**config.mk**
```make
export PLATFORM = sky130hd
export DESIGN_NAME = resp_merge_stage
export DESIGN_NICKNAME = d
export VERILOG_FILES = /design/src/mempool_sys_pkg.sv /design/src/resp_merge_stage.sv
export SDC_FILE = /design/constraint.sdc
export NUM_CORES = 1
export LEC_CHECK = 0
export ABC_AREA = 1
export BUFFER_PORTS_ARGS = -buffer_cell sky130_fd_sc_hd__buf_2
export CORE_ASPECT_RATIO = 1.25
export CORE_MARGIN = 5
export CORE_UTILIZATION = 42
export DETAILED_ROUTE_END_ITERATION = 8
export GPL_TIMING_DRIVEN = 0
export HOLD_SLACK_MARGIN = 0.08
export PLACE_DENSITY = 0.95
export SETUP_SLACK_MARGIN = 0.5
export SYNTH_ARGS = -nofsm -noshare
export SYNTH_HDL_FRONTEND = slang
export SYNTH_SLANG_ARGS = --single-unit
```
**constraint.sdc**
```tcl
create_clock -name clk_i -period 1.8 [get_ports clk_i]
set_input_delay 0 -clock clk_i [delete_from_list [all_inputs] [get_ports clk_i]]
set_output_delay 0 -clock clk_i [all_outputs]
set_load 0.02 [all_outputs]
```
**src/mempool_sys_pkg.sv**
```systemverilog
package mempool_sys_pkg;

  localparam int unsigned AddrWidth = 32;
  localparam int unsigned DataWidth = 32;
  localparam int unsigned StrbWidth = DataWidth / 8;

  // Routing targets, External doubles as the default port
  typedef enum logic [1:0] {
    CtrlRegisters,
    L2Memory,
    Bootrom,
    External
  } slave_target_e;

  localparam logic [AddrWidth-1:0] CtrlRegistersBaseAddr = 32'h4000_0000;
  localparam logic [AddrWidth-1:0] CtrlRegistersEndAddr  = 32'h4000_FFFF;
  localparam logic [AddrWidth-1:0] L2MemoryBaseAddr      = 32'h8000_0000;
  localparam logic [AddrWidth-1:0] L2MemoryEndAddr       = 32'h801F_FFFF;
  localparam logic [AddrWidth-1:0] BootromBaseAddr       = 32'hA000_0000;
  localparam logic [AddrWidth-1:0] BootromEndAddr        = 32'hA000_FFFF;

  // Byte offsets inside the control register window
  typedef enum logic [15:0] {
    WakeUpReg    = 16'h0000,
    EocReg       = 16'h0004,
    TcdmStartReg = 16'h0008,
    TcdmEndReg   = 16'h000C,
    NumCoresReg  = 16'h0010
  } ctrl_reg_e;

  localparam int unsigned TCDMSizePerBank = 1024; // bytes

  // Upper half of every boot ROM word
  localparam logic [15:0] BootromTag = 16'hB007;

endpackage : mempool_sys_pkg

```
**src/resp_merge_stage.sv**
```systemverilog
`timescale 1ns/1ps

module resp_merge_stage (
  input  logic                                  clk_i,
  input  logic                                  arst_n_i,
  input  logic                                  dec_valid_i,
  input  logic                                  dec_we_i,
  input  mempool_sys_pkg::slave_target_e        dec_target_i,
  input  logic [mempool_sys_pkg::DataWidth-1:0] l2_rdata_i,
  input  logic [mempool_sys_pkg::DataWidth-1:0] rom_rdata_i,
  input  logic [mempool_sys_pkg::DataWidth-1:0] reg_rdata_i,
  input  logic                                  ext_rvalid_i,
  input  logic [mempool_sys_pkg::DataWidth-1:0] ext_rdata_i,
  output logic                                  rvalid_o,
  output logic [mempool_sys_pkg::DataWidth-1:0] rdata_o,
  output logic                                  busy_o
);

  logic                           d_valid_q;
  logic                           d_we_q;
  mempool_sys_pkg::slave_target_e d_target_q;
  logic                           ext_pend_q;
  logic                           ext_we_q;
  logic                           int_done;
  logic                           ext_done;

  assign int_done = d_valid_q && (d_target_q != mempool_sys_pkg::External);
  assign ext_done = ext_pend_q && ext_rvalid_i;

  always_ff @(posedge clk_i or negedge arst_n_i) begin
    if (!arst_n_i) begin
      d_valid_q  <= 1'b0;
      ext_pend_q <= 1'b0;
      rvalid_o   <= 1'b0;
    end else begin
      d_valid_q <= dec_valid_i;
      rvalid_o  <= int_done || ext_done;
      if (dec_valid_i && dec_target_i == mempool_sys_pkg::External) begin
        ext_pend_q <= 1'b1;
      end else if (ext_done) begin
        ext_pend_q <= 1'b0;
      end
    end
  end

  always_ff @(posedge clk_i) begin
    d_we_q     <= dec_we_i;
    d_target_q <= dec_target_i;
    if (dec_valid_i && dec_target_i == mempool_sys_pkg::External) begin
      ext_we_q <= dec_we_i;
    end
    if (ext_done) begin
      rdata_o <= ext_we_q ? '0 : ext_rdata_i;
    end else if (d_we_q) begin
      rdata_o <= '0; // Writes answer with zero
    end else begin
      case (d_target_q)
        mempool_sys_pkg::CtrlRegisters: rdata_o <= reg_rdata_i;
        mempool_sys_pkg::L2Memory:      rdata_o <= l2_rdata_i;
        mempool_sys_pkg::Bootrom:       rdata_o <= rom_rdata_i;
        default:                        rdata_o <= '0;
      endcase
    end
  end

  // High from the request edge until the pulse ends
  assign busy_o = dec_valid_i || d_valid_q || ext_pend_q || rvalid_o;

endmodule : resp_merge_stage

```
==> impl_results.md, run 1 <==
- PortBufs: 168
- FF+latch count, synth: 39
- Main combinational cell family by area after synthesis: simple AND/OR/NAND/NOR gates
- Simple-gate share of the synthesized area: 50.9%
- Num CTS Buffers: 5
- Error: [ERROR RSZ-0060] Max buffer count reached.
- Synthesized instance count: 305
- Hold buffer count at CTS: ~110
- Syn_area_per_cell: 6.77 µm²
- Dpl cells: around 530
- Die height: between 80 and 90 µm
- Cell variety after synth: 15
- Clk sinks: 39
- Synthesized area: 0.00207 mm²
- Clk buf depth: 2
- Post-Synth XOR/XNOR Area: 0%
- Post_cts resized: 0
- Max H-tree Level: 2
- Post-CTS Setup Inserts: 0
- Status: stopped before the end
- Total I/O pin count: 169
- Mux share of post-synthesis cell area: 0%
- Syn nets: 440
- Gpl congestion: about 0.8
- Failing step: clock tree synthesis
- Placed wire-length estimate: 6040 µm
- Post-synthesis adder-cell area fraction: 0%
- Synth Area in Compound Gates: 0.242%
- Die X: about 73 µm
- Clock Tree Root: clkbuf_8
- # rows: 28
- Register area share after synthesis: 39.0%
- Synth warn: 0
- Initial Util: between 40% and 50%
[Yosys cell counts]
cell | n | share of area, %
nor2_1 | 2 | 0.36
buf_2 | 9 | 2.2
nand3_1 | 97 | 24
dfrtp_1 | 3 | 3.6
nand2_2 | 2 | 0.61
inv_1 | 3 | 0.55
nor2_4 | 1 | 0.55
nand2_1 | 132 | 24
edfxtp_1 | 1 | 1.5
buf_6 | 8 | 4.4
o21ai_0 | 1 | 0.24
dfxtp_1 | 35 | 34
buf_4 | 6 | 2.2
nor2_8 | 2 | 1.9
inv_2 | 3 | 0.55
[cell families after synthesis]
kind of cell | count (synthesis)
buf+inv | 29
simple gates | 236
compound gates | 1
flops | 39
[metrics by stage]
step / util [%] / setup slack (ns) / instance area (µm²)
after global placement: 62.6 / 0.662 / 2980
after detailed placement: 62.6 / 0.653 / 2980
after floorplan: - / 0.780 / 2070
==> inputs of run 2 (changes only) <==
- CORE_ASPECT_RATIO: 1.25 -> unset
- CORE_UTILIZATION: 42 -> 40
- HOLD_SLACK_MARGIN: 0.08 -> unset
- PLACE_DENSITY: 0.95 -> unset
- PLACE_DENSITY_LB_ADDON: unset -> 0.15
- SETUP_SLACK_MARGIN: 0.5 -> unset
==> run 2 against run 1 <==
Compared with the run above:
- the run now ends clean
- synthesized cell count unchanged
- synthesized area stayed put
==> impl_results.md, run 2 <==
- Clk sinks: 39 (unchanged)
- PnR worst setup slack: 0.130 ns
- Worst hold slack: 0.00359 ns
- Crit-path leading delay family: buffers and inverters
- Reg2reg setup slack: 0.13 ns
- Buf/Inv on CP: 4
- Slew headroom: 85.1%
- Status: finished, final reports clean
- Post-placement cell area: 0.00299 mm² (+0.42%)
- # setup viols final: 0
- Detailed Route WL: 8110 µm
- Total Routing Usage GR: about a quarter
- Final Hold Fails: 0
- Clk_skew: 0.00149 ns
- # rows: 26 (-7.1%)
- Post-CTS Setup Inserts: 0 (unchanged)
- Worst setup SP type: flip-flop
- Largest net degree at the start of global routing: 12
- Largest fanout on the critical path: 10
- Critical Path RT: 1.98 ns
- Num CTS Buffers: 5 (unchanged)
- Clock Tree Root: clkbuf_8
- RSZ-0062 raised after global routing: false
- PD cells: 601 mW/mm²
- Worst Setup End Kind: flip-flop
- Final min period: between 1.5 and 2 ns
- Share of cells above drive strength 1: 38.6%
- PortBufs: 168 (unchanged)
- Post-route antenna net violation count: 0
- Area Overhead vs Synth: 73.5%
- Slew at the pin closest to its max-slew limit: 0.223 ns
- Async SR Flop Fraction: 7.69% (unchanged)
- Filler cell count: 461
- Critical path type: reg2reg
- Die Area: 0.00670 mm²
- Yosys top cell by area: dfxtp_1
- Core Region: roughly 0.0051 mm²
- Synthesized area: 0.00207 mm² (unchanged)
- Top FF cell, synth: dfxtp_1
- Hold path start: reg_rdata_i[30]
- R2r endpoint: rdata_o[9]
- Post-synth EDFFs: 1 (unchanged)
- Max H-tree Level: 2 (unchanged)
- Fmax achieved: 599 MHz
- DRT iter0 DRCs: 137
- Most frequent cells in the layout: 177 x buf_2, 131 x nand2_1, 97 x nand3_1
- Cell variety after synth: 15 (unchanged)
- Fin util: 70.6%
- Wire length per cell: 13.5 µm
- Initial Util: 40.7% (-2.7 points)
- Overflow left after global routing: 0
- Clock-pin transition on the worst setup and hold timing paths: 0.07 ns
- Placed wire-length estimate: 5780 µm (-4.3%)
- Syn nets: 440 (unchanged)
- Largest Register: rdata_o
- Commonest non-fill, non-tap cell in the layout: buf_2
- Gpl congestion: 0.752 (-6.3%)
- Fin Setup TNS: 0 ns
- Post-place setup slack: 0.649 ns (-0.00409 ns)
- CP max stage cell: dlygate4sd3_1
- VDD IR max: 0.419 mV
- Regs by FF count: rdata_o (32), d_target_q (2)
- Register area share after synthesis: 39.0% (unchanged)
- Top post-synthesis cells by area: dfxtp_1 34%, nand2_1 24%, nand3_1 24%
- FF+latch count, synth: 39 (unchanged)
- Fin crit share: between 90% and 100%
- Nets: 666
- Syn_area_per_cell: 6.77 µm² (unchanged)
- Pre-Repair DR Iteration Count: 4
- CTS tree: done
- Vias per inst: 4.85
- Initial antenna violation count: 0
- Static leakage: 2.03 nW
- Hold Path Class: in2reg
- Total I/O pin count: 169 (unchanged)
- Worst r2r path cells: 8
- Drc violations: 0
- Clk buf depth: 2 (unchanged)
- Synthesized instance count: 305 (unchanged)
- Top post-synthesis cells by count: 132 x nand2_1, 97 x nand3_1, 35 x dfxtp_1
- Count of final max-slew check failures: 0
- Power, Total: 2.15 mW
- Dpl cells: 543 (+1.9%)
- Largest register FFs: 32
- Count leader, synth: nand2_1
- WP data arrival: 1.85 ns
- Synth warn: 0 (unchanged)
- Hold depth: 5
- Hold Path End: rdata_o[30]
- Die X: 81.9 µm (+13%)
- Worst skew pair latency: ~0.29 ns
- CP peak stage delay: 0.55 ns
- Ant. Diodes: 0
- Synth top area share: 33.9% (unchanged)
- Worst r2r src: d_target_q[1]
- Die height: 81.9 µm (-7.4%)
- Crit path launch: d_target_q[1]
- Vias post-DR: just under 3,000
- Fin area: 0.00358 mm²
- Final non-filler cell total: 601
- First-pass GRT wire length: 12,400 µm
- Vias in the first global route: 2,815
- Max-cap viol count: 0
- Critical path cell sequence: buf_6 > inv_2 > buf_4 > nand3_1 > nand3_1 > nand2_1 > nand2_1 > dlygate4sd3_1
[run 2: how the worst max path moves through the flow]
stage / end / depth (start not counted)
floorplan: rdata_o[10] / 6
global placement: rdata_o[8] / 6
detailed placement: rdata_o[10] / 6
CTS: rdata_o[2] / 7
global route: rdata_o[5] / 8
finish: rdata_o[9] / 8
[run 2: tightest hold or removal path, cell delays in order]
cell,delay (ns)
buf_2,0.08
nand2_1,0.04
nand3_1,0.06
nand2_1,0.05
nand2_1,0.05
[run 2: kinds of logic (layout without fill, tap and decap cells)]
logic type,Yosys count,in the layout,synth area share (%)
simple gates,236,236,50.9
compound gates,1,1,0.242
buf+inv,29,255,9.81
flops,39,39,39.0
[run 2: layout make-up]
class / instances / area (µm²) / share of cell area, %
plain buffers: 23 / 180 / 5.03
clock buffers: 7 / 76.3 / 2.13
inverters: 6 / 22.5 / 0.628
multi-input cells: 237 / 1060 / 29.6
flip-flops and latches: 39 / 806 / 22.5
well taps: 70 / 87.6 / 2.44
repair buffers: 219 / 1350 / 37.7
[run 2: layer usage]
layer  routed length (µm)  share of wire (%)  track usage, %  vias to the layer above
li1                     -                  -               -                     1443
met1                 3060                 38            26.9                     1322
met2                 4140                 51            43.5                      136
met3                  781                9.6            6.36                       15
met4                  130                1.6            7.81                        0
met5                    0                  0               0                        -
[run 2: timing repair]
action                                  CTS  global route
hold endpoints to repair                 41             0
endpoints found under the setup margin    0             5
hold buffers                             51             0
gates resized for setup                   0             1
[run 2: power by group]
part	total [mW]	switching (mW)	internal, mW
Sequential	0.944	0.0156	0.928
Clock	0.566	0.299	0.267
Combinational	0.644	0.324	0.320
Total	2.15	0.639	1.52
Power figures use the tool's default switching activity.
==> inputs of run 3 (changes only) <==
- PLACE_DENSITY: unset -> 0.92
- PLACE_DENSITY_LB_ADDON: 0.15 -> unset
==> run 3 against run 2 <==
Compared with the run above:
- die area is the same
- global-route usage grew 2.3 points
- non-clock buffer count grew 2
- sequential power grew 0.4%
- critical path depth is the same
- final cell count grew 0.50%
- flip-flop and latch count is the same
- combinational power grew 2%
- design area grew 0.87%
- setup slack lost 0.038 ns
- maximum frequency shrank 2.2%
- critical endpoint is now rdata_o[4]
- largest cell class unchanged
- largest power group unchanged
- highest routed layer unchanged
==> impl_results.md, run 3 (synthesis results as in run 2) <==
- Die height: 81.9 µm (unchanged)
- Die X: 81.9 µm (unchanged)
- Post-place setup slack: 0.643 ns (-0.00607 ns)
- Total I/O pin count: 169 (unchanged)
- Ant. Diodes: 0 (unchanged)
- Core Region: 0.00507 mm² (unchanged)
- Critical Path RT: 1.98 ns (about the same)
- R2r endpoint: rdata_o[4]
- Num CTS Buffers: 5 (unchanged)
- Count of final max-slew check failures: 0 (unchanged)
- Max-cap viol count: 0 (unchanged)
- Overflow left after global routing: 0 (unchanged)
- Hold path start: reg_rdata_i[12]
- Worst r2r path cells: 8 (unchanged)
- Die Area: 0.00670 mm² (unchanged)
- Vias in the first global route: 3,063 (+8.8%)
- Pre-Repair DR Iteration Count: 5 (+1)
- Regs by FF count: rdata_o (32), d_target_q (2)
- Worst r2r src: d_target_q[1]
- Largest register FFs: 32 (unchanged)
- Power, Total: 2.18 mW (+0.99%)
- Final Hold Fails: 0 (unchanged)
- Critical path type: reg2reg
- Largest net degree at the start of global routing: 13 (+1)
- Worst Setup End Kind: flip-flop
- Slew at the pin closest to its max-slew limit: 0.233 ns (+0.00968 ns)
- Clk buf depth: 2 (unchanged)
- Max H-tree Level: 2 (unchanged)
- Drc violations: 0 (unchanged)
- # rows: 26 (unchanged)
- WP data arrival: 1.88 ns (+0.03 ns)
- Post-route antenna net violation count: 0 (unchanged)
- Worst skew pair latency: 0.29 ns (about the same)
- Gpl congestion: 0.868 (+15%)
- Clock Tree Root: clkbuf_8
- Hold Path End: rdata_o[12]
- Initial Util: 40.7% (unchanged)
- Filler cell count: 430 (-6.7%)
- Area occupied by multi-input gates: 0.00106 mm² (unchanged)
- # setup viols final: 0 (unchanged)
- Fmax achieved: 585 MHz (-2.2%)
- Area Overhead vs Synth: 75.0%
- Largest Register: rdata_o
- CP max stage cell: dlygate4sd3_1
- Vias post-DR: 3,038 (+4.2%)
- Share of cells above drive strength 1: 39.1% (+0.53 points)
- Initial antenna violation count: 0 (unchanged)
- Status: finished, final reports clean
- Final non-filler cell total: 604 (+0.50%)
- RSZ-0062 raised after global routing: false
- PD cells: 602 mW/mm² (+0.11%)
- Largest fanout on the critical path: 10 (unchanged)
- Placed wire-length estimate: 6020 µm (+4.2%)
- CTS tree: done
- Worst setup SP type: flip-flop
- Fin crit share: 94.9% (+2.1 points)
- Dpl cells: 543 (unchanged)
- Final min period: 1.71 ns (+0.0383 ns)
- Slew headroom: 84.5% (-0.65 points)
- Nets: 668 (+0.30%)
- Most frequent cells in the layout: 176 x buf_2, 131 x nand2_1, 97 x nand3_1
- Detailed Route WL: 8880 µm (+9.5%)
- FF/Latch Area: 807 µm² (+0.16%)
- Vias per inst: 5.03 (+3.7%)
- DRT iter0 DRCs: 129 (-5.8%)
- Critical path cell sequence: buf_6 > inv_2 > buf_4 > nand3_1 > nand3_1 > nand2_1 > nand2_1 > dlygate4sd3_1
- Hold Path Class: in2reg
- VDD IR max: 0.468 mV (+12%)
- Reg2reg setup slack: 0.09 ns (-0.04 ns)
- Clk_skew: 0.00532 ns (+0.00383 ns)
- PnR worst setup slack: 0.0918 ns (-0.0383 ns)
- Fin Setup TNS: 0 ns (unchanged)
- First-pass GRT wire length: 13,400 µm (+8.6%)
- Clock-pin transition on the worst setup and hold timing paths: 0.08 ns (about the same)
- Hold depth: 5 (unchanged)
- Total Routing Usage GR: 26.3% (+2.3 points)
- Static leakage: 2.05 nW (+1.0%)
- Commonest non-fill, non-tap cell in the layout: buf_2
- Wire length per cell: 14.7 µm (+8.9%)
- Clk sinks: 39 (unchanged)
- CP peak stage delay: 0.55 ns (about the same)
- PortBufs: 168 (unchanged)
run 3: changes by cell type in the layout (fill, tap and decap cells not counted), sizes merged:
cell and change:
clkbuf -1, buf -1, dlygate4sd3 +2, clkinv +3
run 3: area by class of cell:
type,instances,area share (%)
multi-input combinational,237,29.3
timing repair buffer,221,37.9
inverter,6,0.623
sequential,39,22.3
buffer,23,5.05
clock inverter,3,0.415
clock buffer,5,1.90
tap,70,2.42
run 3: repair_timing:
| action | in CTS | in global routing |
|---|---|---|
| resized for setup | 0 | 3 |
| setup endpoints to repair | 0 | 9 |
| hold buffers | 53 | 0 |
| buffers inserted | 0 | 0 |
| hold endpoints to repair | 41 | 0 |
run 3: layer usage:
layer	up-vias	global-route usage (%)	routed length (µm)
met3	33	6.58	800
met2	170	50.9	4660
met1	1388	26.4	3200
met4	0	10.5	221
li1	1447	-	-
met5	-	0	0
run 3: report_power, final:
group,leakage (nW),internal [mW],switching (mW)
clock network,0.0477,0.265,0.308
logic,1.67,0.325,0.330
registers,0.334,0.928,0.0196
run 3: worst max path at each step:
stage | from | end | slack [ns]
2_1_floorplan | ext_pend_q | rdata_o[10] | 0.78
3_3_place_gp | d_target_q[0] | rdata_o[11] | 0.67
3_5_place_dp | ext_pend_q | rdata_o[15] | 0.64
4_1_cts | ext_pend_q | rdata_o[14] | 0.10
5_1_grt | d_target_q[0] | rdata_o[14] | 0.007
6_report | d_target_q[1] | rdata_o[4] | 0.09
run 3: worst max-delay path, delay by kind of cell, from the launching register on:
family | cells | cell delay (ns)
buf+inv | 4 | 0.96
flops | 1 | 0.33
simple gates | 4 | 0.28
run 3: per-stage QoR:
stage	hold slack (ns)	instance area (µm²)	utilization [%]
final	0.00452	3610	71.2
after global routing	0.00635	3610	71.2
after CTS	0.0000621	3610	71.1
after detailed placement	-0.198	2990	59.0
after global placement	-0.205	2990	59.0
after floorplan	-0.296	2070	-
==> inputs of run 4 (changes only) <==
- ABC_AREA: 1 -> unset
- PLACE_DENSITY: 0.92 -> 0.94
==> run 4 against run 3 <==
Compared with the run above:
- register-to-register slack improved by 0.32 ns
- total power down 3.2%
- first-iteration DRC count is 41% lower
- maximum frequency is 21% higher
- utilization fell by 1.3 points
- count of clock-buffer cells in the layout grew 2
- critical path depth is 6 lower
- global-route usage shrank 4.3 points
- sequential power hardly changed
- non-clock buffer count is 21 lower
- synthesized area is 7.2% lower
- highest routed layer unchanged
==> impl_results.md, run 4 <==
- Wire length per cell: 16.7 µm (+13%)
- Worst setup SP type: flip-flop
- Final Hold Fails: 0 (unchanged)
- Net load switching power: 587 µW (-11%)
- Post-route antenna net violation count: 0 (unchanged)
- Synthesized area: 0.00192 mm² (-7.2%)
- Worst skew pair latency: 0.28 ns (about the same)
- Post-synth EDFFs: 1 (unchanged)
- Largest net degree at the start of global routing: 12 (-1)
- # setup viols final: 0 (unchanged)
- Largest register FFs: 32 (unchanged)
- First-pass GRT wire length: 10,800 µm (-20%)
- Placed wire-length estimate: 5080 µm (-16%)
- Area Overhead vs Synth: 71.1%
- Yosys top cell by area: dfxtp_1
- Vias post-DR: 2,249 (-26%)
- RSZ-0062 raised after global routing: false
- Synth warn: 0 (unchanged)
- Nets: 511 (-24%)
- Largest Register: rdata_o
- Total Routing Usage GR: 22.0% (-4.3 points)
- Vias in the first global route: 2,381 (-22%)
- Slew headroom: 66.1% (-18 points)
- Most frequent cells in the layout: 171 x buf_2, 37 x dlygate4sd3_1, 35 x dfxtp_1
- FF+latch count, synth: 39 (unchanged)
- Critical path cell sequence: or4_1 > buf_2
- Clk_skew: 0.00645 ns (+0.00113 ns)
- Regs by FF count: rdata_o (32), d_target_q (2)
- Clock power frac: 26.8% (+0.5 points)
- Clk sinks: 39 (unchanged)
- Reg power frac: 44.9% (+1.3 points)
- Synthesized instance count: 164 (-46%)
- VDD IR max: 0.330 mV (-29%)
- Clock-pin transition on the worst setup and hold timing paths: 0.07 ns (about the same)
- Core Region: 0.00469 mm² (-7.5%)
- Overflow left after global routing: 0 (unchanged)
- Fin Setup TNS: 0 ns (unchanged)
- Top post-synthesis cells by area: dfxtp_1 37%, mux2i_1 17%, a22o_1 15%
- Gpl congestion: 0.732 (-16%)
- WP data arrival: 1.42 ns (-0.46 ns)
- Pre-Repair DR Iteration Count: 4 (-1)
- Fmax achieved: 707 MHz (+21%)
- Fin util: 69.9% (-1.3 points)
- Max H-tree Level: 2 (unchanged)
- Fin crit share: 78.6% (-16 points)
- Total I/O pin count: 169 (unchanged)
- Worst Setup End Kind: output port
- Die Area: 0.00628 mm² (-6.3%)
- Async SR Flop Fraction: 7.69% (unchanged)
- Max-cap viol count: 0 (unchanged)
- Switch share: 27.9% (-2.3 points)
- Top post-synthesis cells by count: 35 x dfxtp_1, 32 x a22o_1, 32 x mux2i_1, 32 x o2bb2ai_1, 8 x buf_6
- Drc violations: 0 (unchanged)
- Register area share after synthesis: 42.0% (+3.0 points)
- Combinational group share of total power: 28.3% (-1.8 points)
- Synth top area share: 36.6% (+2.6 points)
- Commonest non-fill, non-tap cell in the layout: buf_2
- Static leakage: 1.73 nW (-16%)
- Initial antenna violation count: 0 (unchanged)
- DRT iter0 DRCs: 76 (-41%)
- Initial Util: 40.9% (+0.15 points)
- Syn_area_per_cell: 11.7 µm² (+73%)
- Hold Path Class: in2reg
- Post-placement cell area: 0.00283 mm² (-5.6%)
- Num CTS Buffers: 5 (unchanged)
- Syn nets: 299 (-32%)
- Critical Path RT: 1.80 ns (-0.18 ns)
- Cell variety after synth: 18 (+3)
- CP peak stage delay: 0.52 ns (-0.03 ns)
- Share of cells above drive strength 1: 50.7% (+12 points)
- Top FF cell, synth: dfxtp_1
- Largest fanout on the critical path: 4 (-6)
- Reg2reg setup slack: 0.41 ns (+0.32 ns)
- Internal power: 1.52 mW (about the same)
- Die height: 79.2 µm (-3.2%)
- Final min period: 1.42 ns (-0.293 ns)
- Clk buf depth: 2 (unchanged)
- Clock Tree Root: clkbuf_8
- Die X: 79.2 µm (-3.2%)
- PortBufs: 168 (unchanged)
- Crit-path leading delay family: simple AND/OR/NAND/NOR gates
- Critical path type: reg2out
- Status: finished, final reports clean
- CP max stage cell: or4_1
- Buf/Inv on CP: 1 (-3)
- CTS tree: done
- Count of final max-slew check failures: 0 (unchanged)
- Detailed Route WL: 7200 µm (-19%)
- Fin area: 0.00328 mm² (-9.3%)
- PD cells: 642 mW/mm² (+6.7%)
- Slew at the pin closest to its max-slew limit: 0.509 ns (+0.276 ns)
- # rows: 25 (-3.8%)
- Count leader, synth: dfxtp_1
- Vias per inst: 5.21 (+3.5%)
-- run 4: changes by cell type after synthesis, moves of 6 or more --
| cell | delta |
|---|---|
| buf_2 | -6 |
| mux2i_1 | +32 |
| a22o_1 | +32 |
| nand2_1 | -128 |
| o2bb2ai_1 | +32 |
| nand3_1 | -97 |
-- run 4: worst reg2reg max path: stages, from the launching register on --
cell and delay, ns:
dfrtp_1 0.44, nand2_1 0.10, nor2_1 0.30, buf_2 0.31, a22o_1 0.19
-- run 4: final cells by class --
type                            count  area [µm²]
Fill cell                         365        1410
Timing Repair Buffer              205        1210
Multi-Input combinational cell    106         961
Sequential cell                    39         806
Buffer                             18         146
Clock buffer                        7        76.3
Tap cell                           54        67.6
Clock inverter                      1        5.00
Inverter                            1        3.75
Antenna cell                        1        2.50
-- run 4: logic make-up after synthesis --
kind of cell	after synthesis	synth area share, %
AOI/OAI and AO/OA	66	31.0
DFF	39	42.0
muxes	32	16.7
buffers and inverters	19	7.83
and+or+nand+nor	8	2.41
-- run 4: metrics by stage --
stage               setup slack, ns  std cells  hold slack (ns)  power (mW)
floorplan                     0.594        164           -0.296        1.25
global placement              0.409        386           -0.202        1.47
detailed placement            0.413        386           -0.194        1.49
CTS                           0.381        431           0.0194        2.11
global route                  0.283        431           0.0224        2.21
finish                        0.385        432           0.0240        2.11
-- run 4: routing by layer --
metal | up-vias | global-route usage [%] | wire (µm)
li1 | 1071 | - | -
met1 | 1040 | 20.9 | 2520
met2 | 118 | 42.7 | 3830
met3 | 20 | 7.48 | 638
met4 | 0 | 8.76 | 213
met5 | - | 0 | 0
-- run 4: repair_timing --
item	in CTS	in global routing
resized for setup	0	0
hold buffers	37	0
setup buffers	0	0
endpoints found under the hold margin	40	0
-- run 4: worst paths after layout --
path | end | startpoint | cells after the start
worst max-delay path | busy_o | ext_pend_q | 2
worst min-delay path | rvalid_o | ext_rvalid_i | 3
worst max register to register | rdata_o[2] | ext_pend_q | 4
worst min register to register | rvalid_o | d_valid_q | 2
max in group asynchronous | d_valid_q | arst_n_i | 2
min in group asynchronous | rvalid_o | arst_n_i | 2
-- run 4: power by group through the flow --
stage,logic (mW),clock network (mW),registers (mW)
after global placement,0.513,0,0.961
after global routing,0.644,0.614,0.950
after CTS,0.591,0.579,0.944
after detailed placement,0.529,0,0.964
final,0.595,0.565,0.945
after floorplan,0.216,0,1.03
